## src/design/id_consts.svh

```systemverilog
`ifndef ID_CONSTS_SVH
`define ID_CONSTS_SVH

// field widths
`define WORD_W          32
`define REG_ADDR_W      5
`define IMM_W           16
`define SHAMT_W         5
`define OP_W            6
`define FUNCT_W         6

`define NOP_REG_ADDR    5'b00000

// primary opcodes
`define OP_SPECIAL      6'b000000
`define OP_ANDI         6'b001100
`define OP_ORI          6'b001101
`define OP_XORI         6'b001110
`define OP_LUI          6'b001111
`define OP_ADDI         6'b001000
`define OP_ADDIU        6'b001001
`define OP_SLTI         6'b001010
`define OP_SLTIU        6'b001011

// function codes under OP_SPECIAL
`define FN_AND          6'b100100
`define FN_OR           6'b100101
`define FN_XOR          6'b100110
`define FN_NOR          6'b100111
`define FN_SLL          6'b000000
`define FN_SRL          6'b000010
`define FN_SRA          6'b000011
`define FN_SLLV         6'b000100
`define FN_SRLV         6'b000110
`define FN_SRAV         6'b000111
`define FN_SLT          6'b101010
`define FN_SLTU         6'b101011
`define FN_ADD          6'b100000
`define FN_ADDU         6'b100001
`define FN_SUB          6'b100010
`define FN_SUBU         6'b100011

`endif

```

## src/design/id_pkg.sv

```systemverilog
`include "id_consts.svh"

package id_pkg;

    typedef logic [`WORD_W-1:0]     word_t;
    typedef logic [`REG_ADDR_W-1:0] reg_addr_t;

    // raw MIPS32 word with the immediate in {rd, shamt, funct}
    typedef struct packed {
        logic [`OP_W-1:0]    op;
        reg_addr_t           rs;
        reg_addr_t           rt;
        reg_addr_t           rd;
        logic [`SHAMT_W-1:0] shamt;
        logic [`FUNCT_W-1:0] funct;
    } inst_t;

    typedef enum logic [7:0] {
        ALU_NOP   = 8'b0000_0000,
        ALU_AND   = 8'b0010_0100,
        ALU_OR    = 8'b0010_0101,
        ALU_XOR   = 8'b0010_0110,
        ALU_NOR   = 8'b0010_0111,
        ALU_SLL   = 8'b0111_1100,
        ALU_SRL   = 8'b0000_0010,
        ALU_SRA   = 8'b0000_0011,
        ALU_SLT   = 8'b0010_1010,
        ALU_SLTU  = 8'b0010_1011,
        ALU_ADD   = 8'b0010_0000,
        ALU_ADDU  = 8'b0010_0001,
        ALU_SUB   = 8'b0010_0010,
        ALU_SUBU  = 8'b0010_0011,
        ALU_ADDI  = 8'b0101_0101,
        ALU_ADDIU = 8'b0101_0110
    } aluop_e;

    typedef enum logic [2:0] {
        SEL_NOP   = 3'b000,
        SEL_LOGIC = 3'b001,
        SEL_SHIFT = 3'b010,
        SEL_ARITH = 3'b100   // 3'b011 left unused
    } alusel_e;

endpackage

```

## src/design/fwd_if.sv

```systemverilog
`timescale 1ns/1ns

// write-back info from ex and mem as levels of the current cycle
interface fwd_if;
    import id_pkg::*;

    logic      ex_wreg;
    word_t     ex_wdata;
    reg_addr_t ex_wd;
    logic      mem_wreg;
    word_t     mem_wdata;
    reg_addr_t mem_wd;

    modport source (
        output ex_wreg, ex_wdata, ex_wd,
        output mem_wreg, mem_wdata, mem_wd
    );

    modport sink (
        input ex_wreg, ex_wdata, ex_wd,
        input mem_wreg, mem_wdata, mem_wd
    );

endinterface

```

## src/design/inst_decode.sv

```systemverilog
`timescale 1ns/1ns
`include "id_consts.svh"

module inst_decode (
    input  id_pkg::inst_t     inst_i,
    output id_pkg::aluop_e    aluop_o,
    output id_pkg::alusel_e   alusel_o,
    output logic              wreg_o,
    output id_pkg::reg_addr_t wd_o,
    output logic              reg1_read_o,
    output logic              reg2_read_o,
    output id_pkg::reg_addr_t reg1_addr_o,
    output id_pkg::reg_addr_t reg2_addr_o,
    output id_pkg::word_t     imm_o
);
    import id_pkg::*;

    logic [`IMM_W-1:0] imm16;
    logic              r_type;   // recognised three-register form
    logic              i_type;   // recognised rs/imm -> rt form

    assign imm16 = {inst_i.rd, inst_i.shamt, inst_i.funct};

    // read ports always address rs and rt
    assign reg1_addr_o = inst_i.rs;
    assign reg2_addr_o = inst_i.rt;

    always_comb begin
        aluop_o     = ALU_NOP;
        alusel_o    = SEL_NOP;
        wreg_o      = 1'b0;
        wd_o        = inst_i.rd;
        reg1_read_o = 1'b0;
        reg2_read_o = 1'b0;
        imm_o       = '0;
        r_type      = 1'b0;
        i_type      = 1'b1;

        case (inst_i.op)
            `OP_SPECIAL: begin
                i_type = 1'b0;
                r_type = (inst_i.shamt == '0);
                case (inst_i.funct)
                    `FN_AND: begin
                        aluop_o  = ALU_AND;
                        alusel_o = SEL_LOGIC;
                    end
                    `FN_OR: begin
                        aluop_o  = ALU_OR;
                        alusel_o = SEL_LOGIC;
                    end
                    `FN_XOR: begin
                        aluop_o  = ALU_XOR;
                        alusel_o = SEL_LOGIC;
                    end
                    `FN_NOR: begin
                        aluop_o  = ALU_NOR;
                        alusel_o = SEL_LOGIC;
                    end
                    `FN_SLLV: begin
                        aluop_o  = ALU_SLL;
                        alusel_o = SEL_SHIFT;
                    end
                    `FN_SRLV: begin
                        aluop_o  = ALU_SRL;
                        alusel_o = SEL_SHIFT;
                    end
                    `FN_SRAV: begin
                        aluop_o  = ALU_SRA;
                        alusel_o = SEL_SHIFT;
                    end
                    `FN_SLT: begin
                        aluop_o  = ALU_SLT;
                        alusel_o = SEL_ARITH;
                    end
                    `FN_SLTU: begin
                        aluop_o  = ALU_SLTU;
                        alusel_o = SEL_ARITH;
                    end
                    `FN_ADD: begin
                        aluop_o  = ALU_ADD;
                        alusel_o = SEL_ARITH;
                    end
                    `FN_ADDU: begin
                        aluop_o  = ALU_ADDU;
                        alusel_o = SEL_ARITH;
                    end
                    `FN_SUB: begin
                        aluop_o  = ALU_SUB;
                        alusel_o = SEL_ARITH;
                    end
                    `FN_SUBU: begin
                        aluop_o  = ALU_SUBU;
                        alusel_o = SEL_ARITH;
                    end
                    default: r_type = 1'b0;
                endcase
                if (!r_type) begin   // nonzero shamt or dropped funct
                    aluop_o  = ALU_NOP;
                    alusel_o = SEL_NOP;
                end
            end
            `OP_ANDI: begin
                aluop_o  = ALU_AND;
                alusel_o = SEL_LOGIC;
                imm_o    = {{(`WORD_W-`IMM_W){1'b0}}, imm16};
            end
            `OP_ORI: begin
                aluop_o  = ALU_OR;
                alusel_o = SEL_LOGIC;
                imm_o    = {{(`WORD_W-`IMM_W){1'b0}}, imm16};
            end
            `OP_XORI: begin
                aluop_o  = ALU_XOR;
                alusel_o = SEL_LOGIC;
                imm_o    = {{(`WORD_W-`IMM_W){1'b0}}, imm16};
            end
            `OP_LUI: begin   // or with upper-half constant
                aluop_o  = ALU_OR;
                alusel_o = SEL_LOGIC;
                imm_o    = {imm16, {(`WORD_W-`IMM_W){1'b0}}};
            end
            `OP_ADDI: begin
                aluop_o  = ALU_ADDI;
                alusel_o = SEL_ARITH;
                imm_o    = {{(`WORD_W-`IMM_W){imm16[`IMM_W-1]}}, imm16};
            end
            `OP_ADDIU: begin
                aluop_o  = ALU_ADDIU;
                alusel_o = SEL_ARITH;
                imm_o    = {{(`WORD_W-`IMM_W){imm16[`IMM_W-1]}}, imm16};
            end
            `OP_SLTI: begin
                aluop_o  = ALU_SLT;
                alusel_o = SEL_ARITH;
                imm_o    = {{(`WORD_W-`IMM_W){imm16[`IMM_W-1]}}, imm16};
            end
            `OP_SLTIU: begin
                aluop_o  = ALU_SLTU;
                alusel_o = SEL_ARITH;
                imm_o    = {{(`WORD_W-`IMM_W){imm16[`IMM_W-1]}}, imm16};
            end
            default: i_type = 1'b0;
        endcase

        if (r_type) begin
            wreg_o      = 1'b1;
            reg1_read_o = 1'b1;
            reg2_read_o = 1'b1;
        end
        if (i_type) begin
            wreg_o      = 1'b1;
            reg1_read_o = 1'b1;
            wd_o        = inst_i.rt;
        end

        // shift by shamt overrides the above so 32'h0 is sll r0
        if ({inst_i.op, inst_i.rs} == '0 && (inst_i.funct == `FN_SLL ||
                inst_i.funct == `FN_SRL || inst_i.funct == `FN_SRA)) begin
            case (inst_i.funct)
                `FN_SRL: aluop_o = ALU_SRL;
                `FN_SRA: aluop_o = ALU_SRA;
                default: aluop_o = ALU_SLL;
            endcase
            alusel_o    = SEL_SHIFT;
            wreg_o      = 1'b1;
            wd_o        = inst_i.rd;
            reg1_read_o = 1'b0;
            reg2_read_o = 1'b1;
            imm_o       = {{(`WORD_W-`SHAMT_W){1'b0}}, inst_i.shamt};
        end
    end

endmodule

```

## src/design/operand_fwd.sv

```systemverilog
`timescale 1ns/1ns

module operand_fwd (
    input  logic              read_i,
    input  id_pkg::reg_addr_t addr_i,
    input  id_pkg::word_t     rf_data_i,
    input  id_pkg::word_t     imm_i,
    fwd_if.sink               fwd,
    output id_pkg::word_t     operand_o
);

    logic ex_hit;
    logic mem_hit;

    // r0 is not filtered out here
    assign ex_hit  = fwd.ex_wreg && (fwd.ex_wd == addr_i);
    assign mem_hit = fwd.mem_wreg && (fwd.mem_wd == addr_i);

    always_comb begin
        if (!read_i) begin
            operand_o = imm_i;   // immediate never forwarded
        end else if (ex_hit) begin
            operand_o = fwd.ex_wdata;   // youngest result first
        end else if (mem_hit) begin
            operand_o = fwd.mem_wdata;
        end else begin
            operand_o = rf_data_i;
        end
    end

endmodule

```

## src/design/id_stage.sv

```systemverilog
`timescale 1ns/1ns
`include "id_consts.svh"

module id_stage (
    input  logic              clk_i,
    input  logic              rst_n_i,
    input  id_pkg::inst_t     inst_i,
    input  id_pkg::word_t     reg1_data_i,
    input  id_pkg::word_t     reg2_data_i,
    input  logic              ex_wreg_i,
    input  id_pkg::word_t     ex_wdata_i,
    input  id_pkg::reg_addr_t ex_wd_i,
    input  logic              mem_wreg_i,
    input  id_pkg::word_t     mem_wdata_i,
    input  id_pkg::reg_addr_t mem_wd_i,
    output logic              reg1_read_o,
    output logic              reg2_read_o,
    output id_pkg::reg_addr_t reg1_addr_o,
    output id_pkg::reg_addr_t reg2_addr_o,
    output id_pkg::aluop_e    aluop_o,
    output id_pkg::alusel_e   alusel_o,
    output id_pkg::word_t     reg1_o,
    output id_pkg::word_t     reg2_o,
    output id_pkg::reg_addr_t wd_o,
    output logic              wreg_o
);
    import id_pkg::*;

    aluop_e    dec_aluop;
    alusel_e   dec_alusel;
    logic      dec_wreg;
    reg_addr_t dec_wd;
    word_t     dec_imm;
    word_t     opnd1;
    word_t     opnd2;

    fwd_if i_fwd ();

    // stage ports drive the source side
    assign i_fwd.ex_wreg   = ex_wreg_i;
    assign i_fwd.ex_wdata  = ex_wdata_i;
    assign i_fwd.ex_wd     = ex_wd_i;
    assign i_fwd.mem_wreg  = mem_wreg_i;
    assign i_fwd.mem_wdata = mem_wdata_i;
    assign i_fwd.mem_wd    = mem_wd_i;

    inst_decode i_decode (
        .inst_i      (inst_i),
        .aluop_o     (dec_aluop),
        .alusel_o    (dec_alusel),
        .wreg_o      (dec_wreg),
        .wd_o        (dec_wd),
        .reg1_read_o (reg1_read_o),
        .reg2_read_o (reg2_read_o),
        .reg1_addr_o (reg1_addr_o),
        .reg2_addr_o (reg2_addr_o),
        .imm_o       (dec_imm)
    );

    operand_fwd i_opnd1 (
        .read_i    (reg1_read_o),
        .addr_i    (reg1_addr_o),
        .rf_data_i (reg1_data_i),
        .imm_i     (dec_imm),
        .fwd       (i_fwd.sink),
        .operand_o (opnd1)
    );

    operand_fwd i_opnd2 (
        .read_i    (reg2_read_o),
        .addr_i    (reg2_addr_o),
        .rf_data_i (reg2_data_i),
        .imm_i     (dec_imm),
        .fwd       (i_fwd.sink),
        .operand_o (opnd2)
    );

    // ID/EX register
    always_ff @(posedge clk_i) begin
        if (!rst_n_i) begin
            aluop_o  <= ALU_NOP;
            alusel_o <= SEL_NOP;
            wreg_o   <= 1'b0;
            wd_o     <= `NOP_REG_ADDR;
            reg1_o   <= '0;
            reg2_o   <= '0;
        end else begin
            aluop_o  <= dec_aluop;
            alusel_o <= dec_alusel;
            wreg_o   <= dec_wreg;
            wd_o     <= dec_wd;
            reg1_o   <= opnd1;
            reg2_o   <= opnd2;
        end
    end

endmodule

```

## config.mk

```make
export PLATFORM = sky130hd
export DESIGN_NAME = id_stage
export DESIGN_NICKNAME = d
export VERILOG_FILES = /design/src/design/id_pkg.sv /design/src/design/fwd_if.sv /design/src/design/inst_decode.sv /design/src/design/operand_fwd.sv /design/src/design/id_stage.sv
export VERILOG_INCLUDE_DIRS = /design/src /design/src/design
export SDC_FILE = /design/constraint.sdc
export NUM_CORES = 1
export LEC_CHECK = 0
export BUFFER_PORTS_ARGS = -buffer_cell sky130_fd_sc_hd__buf_2
export CAP_MARGIN = 20
export CELL_PAD_IN_SITES_DETAIL_PLACEMENT = 0
export CELL_PAD_IN_SITES_GLOBAL_PLACEMENT = 2
export CORE_ASPECT_RATIO = 1.4
export CORE_MARGIN = 4
export CORE_UTILIZATION = 23
export DETAILED_ROUTE_END_ITERATION = 10
export PLACE_DENSITY_LB_ADDON = 0.3
export SYNTH_ARGS = -nofsm -noshare
export SYNTH_HDL_FRONTEND = slang
export SYNTH_SLANG_ARGS = --single-unit
```

## constraint.sdc

```tcl
create_clock -name clk_i -period 3.3 [get_ports clk_i]
set_input_delay 0.66 -clock clk_i [delete_from_list [all_inputs] [get_ports clk_i]]
set_output_delay 0.66 -clock clk_i [all_outputs]
set_load 0.05 [all_outputs]
```

; ---- After elaboration in Yosys (flattened, before gate mapping)
; Cells that the tools add are included.
[totals]
register_bits = 81
in_bits = 174
out_inout_bits = 93
[classes]
eq_ne = 27
n_mux = 28
bitwise = 1
reduce_logical = 21
[op_table]
columns = cell, n
row1 = 2-to-1 mux 32 bit, 7
row2 = one-hot mux 32 bit (3 select lines), 1
row3 = one-hot mux 7 bit (13 select lines), 1
row4 = one-hot mux 8 bit (8 select lines), 1
row5 = "== test 6 bit, second input constant", 10
row6 = "== test 6 x 4 -> 1 bit, second input constant", 8
row7 = == test 5 bit, 4
row8 = "== test 6 x 3 -> 1 bit, second input constant", 3
row9 = one-hot mux 3 bit (3 select lines), 2
row10 = one-hot mux 7 bit (2 select lines), 1
row11 = OR reduction 13 bit, 1
row12 = "== test 6 x 2 -> 1 bit, second input constant", 2
row13 = zero test 6 bit, 2
row14 = OR reduction 4 bit, 3
row15 = zero test 11 bit, 1
row16 = 2-to-1 mux 5 bit, 2
row17 = 2-to-1 mux 1 bit, 9
row18 = 2-to-1 mux 8 bit, 1
row19 = OR reduction 8 bit, 1
row20 = 2-to-1 mux 7 bit, 1
row21 = OR reduction 3 bit, 2
row22 = OR reduction 6 bit, 1
row23 = logical AND 1 bit, 5
row24 = zero test 5 bit, 1
row25 = 5 further kinds, 7

; ---- Longest topological paths before layout
; Gate-level depths: netlist of run 1.
[depth]
word_depth = 9
mapped_depth = 7

; ---- By module
; From an unflattened synthesis of run 1, not the netlist that was laid out.
[hier_totals]
hier_cells = 623
hier_area_um2 = 5721.7
[by_module_without_submodules]
columns = module, n_inst, cells_each, area_each_um2, seq_area_each_um2
row1 = operand_fwd, 2, 161, 1298.7, 0.0
row2 = id_stage, 1, 170, 2269.7, 1621.6
row3 = inst_decode, 1, 131, 854.6, 0.0

; ---- Least setup slack after synthesis of run 1
; OpenSTA, ideal clock, no wires.
[synth_path]
path_type = input-to-output
start = in inst_i[27] in the netlist's numbering
end = out reg1_read_o
arrival_ps = 2647
path_slack_ps = -7
path_stages = 6
path_buffers = 1
path_cell_list = or4_1 or3_1 buf_6 nor4_4 nor2_1 inv_1
[synth_via]
elab_chain_len = 5
[synth_lines]
columns = element, line_no
row1 = "start, declared", id_stage.sv:7  ; input id_pkg::inst_t inst_i,
row2 = == test 6 x 4 -> 1 bit or zero test 6 bit (tied branches), inst_decode.sv:39  ; case (inst_i.op)
row3 = OR reduction 8 bit (no source line) or 2-to-1 mux 1 bit (tied branches), --
row4 = 2-to-1 mux 1 bit (on tied branches), "inst_decode.sv:39, inst_decode.sv:146"
row5 = 2-to-1 mux 1 bit, inst_decode.sv:151  ; if (i_type) begin
row6 = 2-to-1 mux 1 bit *, inst_decode.sv:158  ; if ({inst_i.op, inst_i.rs} == '0 && (inst_i.funct == `FN_SLL ||
row7 = "end, declared", id_stage.sv:16  ; output logic reg1_read_o,
; Mark *: on every way between the ends. The rest lies on a longest branch, timed or not.

; ---- Worst setup path in the final report of run 1
[layout_path]
start = in inst_i[27] in the netlist's numbering
end = out reg2_read_o
[layout_via]
elab_chain_len = 4
[layout_lines]
columns = element, line_no
row1 = zero test 6 bit, inst_decode.sv:39
row2 = 2-to-1 mux 1 bit, inst_decode.sv:39
row3 = 2-to-1 mux 1 bit, inst_decode.sv:146  ; if (r_type) begin
row4 = 2-to-1 mux 1 bit *, inst_decode.sv:158
row5 = "end, declared", id_stage.sv:17  ; output logic reg2_read_o,
; Marks and branches as above.

==> run summary, run 1 <==
status: finished clean
worst-margin pin slew: 1010 ps
largest net degree at the start of global routing: 58
register share of total power: 36.8%
full die area: 0.0220 mm²
Post-DRT Antenna Nets: 0
Starting Density: 23.4%
Worst Path Class, Setup: in2out
CP max stage cell: or4_1
RePlAce Congestion: 0.919
Port Buf Inserts: 265
Clock Tree Root: clkbuf_16
crit path DAT: 2560 ps
Placeable Area: 0.0193 mm²
initial antenna violation count: 3
Lkg Pwr: 0.00279 µW
worst path required time: 2640 ps
placed cells: 1038
Logic pwr share: 18.8%
number of global-route vias before repair: 5607
first-pass detailed-route iteration total: 5
Syn Std Cell Area: 0.00451 mm²
clock transition at the registers of the reported paths: 60 ps
via count: 5327
crit path time final: 3220 ps
max_cap viols: 0
num ports: 267
GRT overflow: 0
Ys Warns: 0
# rows: 60
final hold vios: 0
Int Power: 1890 µW
sequential area share after synthesis: 35.0%
layout cells sized above 1: 40.6%
P&R area growth vs syn: 41.1%
Die X: 126 µm
initial drt markers: 325
CTS Sinks: 79
count of pins over their slew limit: 0
H-tree lvl count: 3
share of flip-flops with an asynchronous set or reset: 0%
Synth Instances: 567
Avg WL per Cell: 21.4 µm
most used cell along the critical path: buf_2
CP max FO: 2
setup violators final: 0
GRT Util Overall: 20.2%
PwrDens: 416 mW/mm²
Worst Setup Start Kind: input pin
CTS Hold Bufs: 0
Worst setup EP type: output pin
DRC viols: 0
CP Cell Sequence: buf_2, or4_1, or3_1, or4_4, nand2_2, buf_2
post-route design area: 0.00637 mm²
fin nets: 975
chip height: 174 µm
synth unique cells: 48
Vias/cell: 5.04
period utilization: 97.5%
non-filler cells, final: 1057
total negative slack: 0 ps
RSZ-0062 raised after global routing: false
Post-Place Cell Area: 0.00601 mm²
EDFF count, synth: 0
CTS tree: yes
Hold WS: 579 ps
Fmax: 0.311 GHz
sw frac: 28.8%
final total power: 2650 µW
P_sw: 764 µW
Rel. slew slack: 32.4%
CP peak stage delay: 530 ps
TritonCTS Buffers: 9
global-route wire length before repair: 34.1 mm
syn avg cell area: 7.96 µm²
Hold WC Path Type: in2reg
post-synth net total: 741
CP Capture Point: reg2_read_o
Clock Tree Buf Depth: 2
DRT Wirelength: 22.6 mm
VDD IR max: 0.000251 V
#FFs+latches synth: 79
fillers: 2091
Detail Placement HPWL: 17.8 mm
dominant synthesized flop cell: dfxtp_1
clock share of power: 44.4%
crit path launch: inst_i[27]
## critical path: cells and delay by family
family        cells  cell delay, ps
simple gates      4            1530
buf+inv           2             360
## layout by cell type (no fill, tap or decap), types with 4 or more instances in the layout
cell,n
buf_2,264
nor2_1,99
dfxtp_1,79
a211oi_1,58
nand2_1,38
nand3_1,32
mux2i_1,27
a21oi_1,26
buf_4,20
o31ai_1,16
xnor2_1,15
o32ai_1,15
o21ai_0,10
nor3_1,9
clkbuf_16,9
a31oi_1,7
or3_1,6
nor3b_1,5
inv_1,5
nor4_1,5
xor2_1,5
o221a_2,5
or2_2,4
## power by group through the flow
stage,logic [µW],clock network (µW),registers (µW)
global placement,498,0,998
finish,497,1180,976
floorplan,204,0,1060
CTS,501,1220,976
detailed placement,499,0,998
global route,538,1250,978
## metal layers
| metal | vias to the layer above | global-route usage [%] | routed length [µm] | part of all wire, % |
|---|---|---|---|---|
| met5 | - | 0 | 0 | 0 |
| met3 | 39 | 4.28 | 1380 | 6.1 |
| met2 | 255 | 36.1 | 11900 | 52 |
| li1 | 2524 | - | - | - |
| met1 | 2509 | 23.4 | 8720 | 39 |
| met4 | 0 | 7.51 | 660 | 2.9 |
## registers in the layout, summed over array words and instances (netlist names)
name / cells
reg1_o: 32
reg2_o: 32
aluop_o: 6
wd_o: 5
alusel_o: 3
wreg_o: 1
## cell usage after synthesis (2+ instances only)
cell type	n	area, µm²
nor2_1	100	375
dfxtp_1	79	1580
a211oi_1	58	435
clkbuf_1	44	165
nand2_1	39	146
nand3_1	33	165
mux2i_1	27	270
a21oi_1	26	130
o31ai_1	16	120
xnor2_1	16	140
o32ai_1	15	131
buf_4	12	90.1
o21ai_0	10	50.1
nor3_1	9	45.0
a31oi_1	7	43.8
buf_6	6	67.6
inv_1	6	22.5
or3_1	6	37.5
nor3b_1	5	37.5
nor4_1	5	31.3
o221a_2	5	56.3
xor2_1	5	43.8
or2_2	4	25.0
nand2b_1	3	18.8
nand4_1	3	18.8
o211ai_1	3	22.5
and2b_2	2	17.5
and3_1	2	12.5
o2bb2ai_1	2	17.5
## worst min-delay path by stage
stage	start	endpoint	slack (ps)	cells past startpoint
detailed placement	inst_i[14]	reg2_o[14]$_SDFF_PN0_	950	3
global route	inst_i[14]	reg2_o[14]$_SDFF_PN0_	570	3
finish	inst_i[14]	reg2_o[14]$_SDFF_PN0_	580	3
floorplan	inst_i[0]	reg2_o[0]$_SDFF_PN0_	770	2
global placement	inst_i[14]	reg2_o[14]$_SDFF_PN0_	940	3
CTS	inst_i[14]	reg2_o[14]$_SDFF_PN0_	570	3
## stage by stage
step | setup slack (ps) | util (%)
5_1_grt | 2.17 | 33.0
4_1_cts | 73.9 | 33.0
6_report | 83.7 | 33.0
3_3_place_gp | 66.3 | 31.2
3_5_place_dp | 73.8 | 31.2
2_1_floorplan | 100 | -
## final cells by class
class / instances / area (µm²) / share of cell area [%]
sequential: 79 / 1580 / 24.8
multi-input combinational: 419 / 2600 / 40.9
tap: 248 / 310 / 4.87
antenna: 3 / 7.51 / 0.118
inverter: 6 / 22.5 / 0.354
clock inverter: 7 / 119 / 1.87
clock buffer: 9 / 225 / 3.54
timing repair buffer: 286 / 1500 / 23.5
## cells by family after synthesis
kind of cell	share of synthesized area (%)
AND/OR/NAND/NOR	22.2
flip-flops	35.0
XOR/XNOR	4.08
multiplexers	5.99
other	0.0831
AO/OA/AOI/OAI	24.9
buffers and inverters	7.76
## timing repair
item | CTS | global route
setup buffers | 0 | 0
setup endpoints to repair | 0 | 1
gates resized for setup | 0 | 1
Power figures use the tool's default switching activity.
==> run 2: changes to the inputs <==
--- a/config.mk
+++ b/config.mk
@@ -12,9 +12,10 @@
 export CELL_PAD_IN_SITES_GLOBAL_PLACEMENT = 2
 export CORE_ASPECT_RATIO = 1.4
 export CORE_MARGIN = 4
-export CORE_UTILIZATION = 23
+export CORE_UTILIZATION = 25
 export DETAILED_ROUTE_END_ITERATION = 10
 export PLACE_DENSITY_LB_ADDON = 0.3
+export RECOVER_POWER = 25
 export SYNTH_ARGS = -nofsm -noshare
 export SYNTH_HDL_FRONTEND = slang
 export SYNTH_SLANG_ARGS = --single-unit
==> constraint.sdc (replaced) <==
create_clock -name clk_i -period 3.7 [get_ports clk_i]
set_input_delay 0.74 -clock clk_i [delete_from_list [all_inputs] [get_ports clk_i]]
set_output_delay 0.74 -clock clk_i [all_outputs]
set_load 0.05 [all_outputs]
==> run 2 against run 1 <==
Compared with the run above:
- sequential share of layout area rose by 0.73 points
- global-route usage rose by 0.52 points
- largest power group unchanged
- critical path type unchanged
- final area fell by 2.8%
- sequential power fell by 11%
- power fell by 18%
- cell count fell by 2.1%
- via count fell by 1.1%
- critical path depth rose by 2
- first-iteration DRC count fell by 0.31%
- clock power fell by 26%
- hold slack improved by 98 ps
==> run summary, run 2 (same netlist as run 1, synthesis figures left out) <==
status: finished clean
CTS tree: yes
number of global-route vias before repair: 5468 (-2.5%)
H-tree lvl count: 3 (unchanged)
CP peak stage delay: 550 ps (+20 ps)
Clock Tree Buf Depth: 2 (unchanged)
GRT Util Overall: 20.7% (+0.52 points)
worst path required time: 2960 ps (+320 ps)
Lkg Pwr: 0.00258 µW (-7.5%)
# rows: 57 (-5.0%)
Clock Tree Root: clkbuf_16
global-route wire length before repair: 32.1 mm (-6.0%)
layout cells sized above 1: 34.8% (-5.8 points)
Worst setup EP type: output pin
final hold vios: 0 (unchanged)
initial antenna violation count: 2 (-1)
Detail Placement HPWL: 16.9 mm (-5.0%)
Post-DRT Antenna Nets: 0 (unchanged)
CTS Hold Bufs: 0 (unchanged)
RePlAce Congestion: 0.918 (-0.15%)
Die X: 122 µm (-3.8%)
most frequent cells in the layout: buf_2, nor2_1, dfxtp_1
CP max stage cell: or4_1
final core occ: 35.3% (+2.3 points)
clock transition at the registers of the reported paths: 60 ps (about the same)
via count: 5269 (-1.1%)
first-pass detailed-route iteration total: 5 (unchanged)
VDD IR max: 0.000171 V (-32%)
fin nets: 968 (-0.72%)
DRT Wirelength: 21.8 mm (-3.9%)
RSZ-0062 raised after global routing: false
P_sw: 653 µW (-15%)
initial drt markers: 324 (-0.31%)
chip height: 167 µm (-3.9%)
largest net degree at the start of global routing: 60 (+3.4%)
Top Metal Used: met4
setup ws final: 162 ps (+78.4 ps)
clock share of power: 40.2% (-4.2 points)
period utilization: 95.6%
Placeable Area: 0.0175 mm² (-9.1%)
P&R area growth vs syn: 37.1%
setup violators final: 0 (unchanged)
Port Buf Inserts: 265 (unchanged)
top flop regs: reg1_o x32, reg2_o x32, aluop_o x6
max_cap viols: 0 (unchanged)
Starting Density: 25.7% (+2.3 points)
register share of total power: 39.9% (+3.1 points)
met2 WL: 11.3 mm (-4.4%)
Crit path buffers/inverters: 4 (+2)
Vias/cell: 5.09 (+1.0%)
Avg WL per Cell: 21.0 µm (-1.8%)
GRT overflow: 0 (unchanged)
total negative slack: 0 ps (unchanged)
full die area: 0.0203 mm² (-7.6%)
sw frac: 29.9% (+1.1 points)
TritonCTS Buffers: 9 (unchanged)
post-CTS setup buffers: 0 (unchanged)
final total power: 2180 µW (-18%)
PwrDens: 353 mW/mm² (-15%)
post-cts repair resize count: 0 (unchanged)
commonest non-fill, non-tap cell in the layout: buf_2
Largest delay share family, worst path: simple AND/OR/NAND/NOR gates
Worst Setup Start Kind: input pin
most used cell along the critical path: buf_2
dpl ws: 186 ps (+112 ps)
met3 WL post-DR: 1.34 mm (-3.2%)
Hold WC Path Type: in2reg
Rel. slew slack: 33.8% (+1.4 points)
CTS Sinks: 79 (unchanged)
DRC viols: 0 (unchanged)
Logic pwr share: 19.9% (+1.1 points)
Met1 Wirelength: 8.27 mm (-5.2%)
Int Power: 1530 µW (-19%)
CP Cell Sequence: buf_2, or4_1, or3_1, buf_4, nor4_4, nor2_1, inv_1, buf_2
Hold WS: 677 ps (+97.6 ps)
Worst Path Class, Setup: in2out
worst-margin pin slew: 989 ps (-21.3 ps)
Fmax: 0.283 GHz
crit path time final: 3540 ps
count of pins over their slew limit: 0 (unchanged)
num ports: 267 (unchanged)
CP max FO: 7 (+5)
crit path DAT: 2800 ps (+240 ps)
[run 2: changes by cell type in the layout (fill, tap and decap cells not counted), moves of 2 or more]
cell / change
buf_2: -37
clkbuf_1: +39
bufinv_16: -2
buf_4: -7
clkinvlp_4: -2
[run 2: power groups by stage]
stage / clock [µW] / combinational (µW) / sequential (µW)
6_report: 878 / 435 / 871
5_1_grt: 932 / 467 / 872
3_3_place_gp: 0 / 437 / 890
3_5_place_dp: 0 / 438 / 890
4_1_cts: 905 / 440 / 871
2_1_floorplan: 0 / 182 / 948
[run 2: metal layers]
layer	vias to the layer above	GRT usage [%]
li1	2499	-
met1	2486	23.4
met2	243	37.3
met3	41	3.70
met4	0	9.36
met5	-	0
[run 2: final cells by class]
| type | instances | area (µm²) |
|---|---|---|
| inverters | 6 | 22.5 |
| flip-flops and latches | 79 | 1580 |
| clock inverters | 4 | 48.8 |
| multi-input cells | 419 | 2600 |
| well taps | 236 | 295 |
| diodes | 2 | 5.00 |
| clock buffers | 10 | 229 |
| repair buffers | 279 | 1400 |
| fillers | 1970 | 11400 |
[run 2: worst paths after layout]
kind	startpoint	endpoint	slack [ps]	depth (start not counted)
max	inst_i[27]	reg1_read_o	160	8
min	inst_i[14]	reg2_o[14]$_SDFF_PN0_	680	3
[run 2: stage by stage]
step | cells | instance area (µm²)
after global placement | 1018 | 5920
after global routing | 1035 | 6190
after detailed placement | 1018 | 5920
final | 1035 | 6190
after floorplan | 567 | 4510
after CTS | 1032 | 6200
==> run 3: changes to the inputs <==
==> constraint.sdc (replaced) <==
create_clock -name clk_i -period 3.7 [get_ports clk_i]
set_input_delay 0.74 -clock clk_i [delete_from_list [all_inputs] [get_ports clk_i]]
set_output_delay 0.74 -clock clk_i [all_outputs]
set_load 0.01 [all_outputs]
==> run 3 against run 2 <==
Compared with the run above:
- hold slack better by 4.3 ps
- cell count is 0.19% higher
- routed wire length is 0.22% lower
- maximum frequency is 3.0% higher
- sequential power hardly changed
- via count is 0.87% lower
- critical path depth is 2 lower
- critical path type unchanged
- largest cell class unchanged
- largest power group unchanged
==> run summary, run 3 (same netlist as run 1, synthesis figures left out) <==
status: finished clean
post-route design area: 0.00621 mm² (+0.38%)
TritonCTS Buffers: 9 (unchanged)
worst-margin pin slew: 963 ps (-26.5 ps)
first-pass detailed-route iteration total: 5 (unchanged)
Port Buf Inserts: 265 (unchanged)
via count: 5223 (-0.87%)
initial antenna violation count: 2 (unchanged)
CTS Sinks: 79 (unchanged)
full die area: 0.0203 mm² (unchanged)
chip height: 167 µm (unchanged)
commonest non-fill, non-tap cell in the layout: buf_2
Placeable Area: 0.0175 mm² (unchanged)
RePlAce Congestion: 0.895 (-2.5%)
CP Cell Sequence: buf_2, or4_1, or3_1, or4_4, nand2_1, buf_2
post-cts repair resize count: 0 (unchanged)
layout cells sized above 1: 34.5% (-0.21 points)
CP max stage cell: or4_4
Crit path buffers/inverters: 2 (-2)
clock transition at the registers of the reported paths: 60 ps (about the same)
CTS Hold Bufs: 0 (unchanged)
VDD IR max: 0.000190 V (+11%)
DRC viols: 0 (unchanged)
Post-Place Cell Area: 0.00592 mm² (unchanged)
DRT Wirelength: 21.7 mm (-0.22%)
most frequent cells in the layout: buf_2, nor2_1, dfxtp_1
CTS tree: yes
worst path required time: 2960 ps (about the same)
GRT Util Overall: 20.7% (+0.029 points)
most used cell along the critical path: buf_2
initial drt markers: 353 (+9.0%)
Clock Tree Root: clkbuf_16
Worst Path Class, Setup: in2out
CP max FO: 6 (-1)
total negative slack: 0 ps (unchanged)
Lkg Pwr: 0.00258 µW (-0.35%)
Detail Placement HPWL: 16.9 mm (about the same)
count of pins over their slew limit: 0 (unchanged)
startpoint of the worst hold path: inst_i[14]
number of global-route vias before repair: 5541 (+1.3%)
Worst setup EP type: output pin
CP peak stage delay: 580 ps (+30 ps)
Rel. slew slack: 35.6% (+1.8 points)
H-tree lvl count: 3 (unchanged)
dpl ws: 282 ps (+96.5 ps)
crit path DAT: 2690 ps (-110 ps)
final core occ: 35.4% (+0.14 points)
# rows: 57 (unchanged)
GRT overflow: 0 (unchanged)
setup ws final: 265 ps (+103 ps)
Starting Density: 25.7% (unchanged)
Post-DRT Antenna Nets: 0 (unchanged)
global-route wire length before repair: 32.3 mm (+0.69%)
Die X: 122 µm (unchanged)
Largest delay share family, worst path: simple AND/OR/NAND/NOR gates
top flop regs: reg1_o x32, reg2_o x32, aluop_o x6
crit path launch: inst_i[27]
Worst Setup Start Kind: input pin
Clock Tree Buf Depth: 2 (unchanged)
num ports: 267 (unchanged)
period utilization: 92.8% (-2.8 points)
post-CTS setup buffers: 0 (unchanged)
final hold vios: 0 (unchanged)
max_cap viols: 0 (unchanged)
crit path time final: 3430 ps (-103 ps)
fin nets: 968 (unchanged)
RSZ-0062 raised after global routing: false
largest net degree at the start of global routing: 60 (unchanged)
Fmax: 0.291 GHz (+3.0%)
Vias/cell: 5.04 (-1.1%)
Avg WL per Cell: 20.9 µm (-0.41%)
Hold WC Path Type: in2reg
P&R area growth vs syn: 37.6%
PwrDens: 350 mW/mm² (-0.94%)
setup violators final: 0 (unchanged)
[run 3: stage by stage]
stage | hold slack [ps] | total power (µW) | std cells
2_1_floorplan | 848 | 1060 | 567
3_3_place_gp | 1040 | 1260 | 1018
3_5_place_dp | 1030 | 1260 | 1018
4_1_cts | 672 | 2200 | 1034
5_1_grt | 689 | 2270 | 1037
6_report | 681 | 2170 | 1037
[run 3: layer usage]
| metal | vias to the layer above | part of all wire, % | track usage, % |
|---|---|---|---|
| met2 | 243 | 53 | 37.4 |
| met5 | - | 0 | 0 |
| met1 | 2449 | 38 | 23.7 |
| met3 | 35 | 6.3 | 4.14 |
| li1 | 2496 | - | - |
| met4 | 0 | 3.2 | 7.90 |
[run 3: layout make-up]
| type | count | area [µm²] |
|---|---|---|
| Clock inverter | 6 | 67.6 |
| Multi-Input combinational cell | 419 | 2600 |
| Sequential cell | 79 | 1580 |
| Inverter | 6 | 22.5 |
| Antenna cell | 2 | 5.00 |
| Clock buffer | 10 | 239 |
| Tap cell | 236 | 295 |
| Fill cell | 2022 | 11300 |
| Timing Repair Buffer | 279 | 1400 |
[run 3: where the power goes]
group          switching (µW)  total [µW]  leakage (µW)  internal, µW
clock                     392         937      0.000145           544
combinational             215         365       0.00179           150
sequential               4.14         870      0.000640           866
total                     611        2170       0.00258          1560
[run 3: worst min-delay path, stage by stage]
cell     delay (ps)
buf_2           130
nand2_1          60
o31ai_1          50
[run 3: final timing paths]
kind                                end  slack [ps]  cells after the start
setup / recovery            reg2_read_o         270                      6
hold / removal    reg2_o[14]$_SDFF_PN0_         680                      3
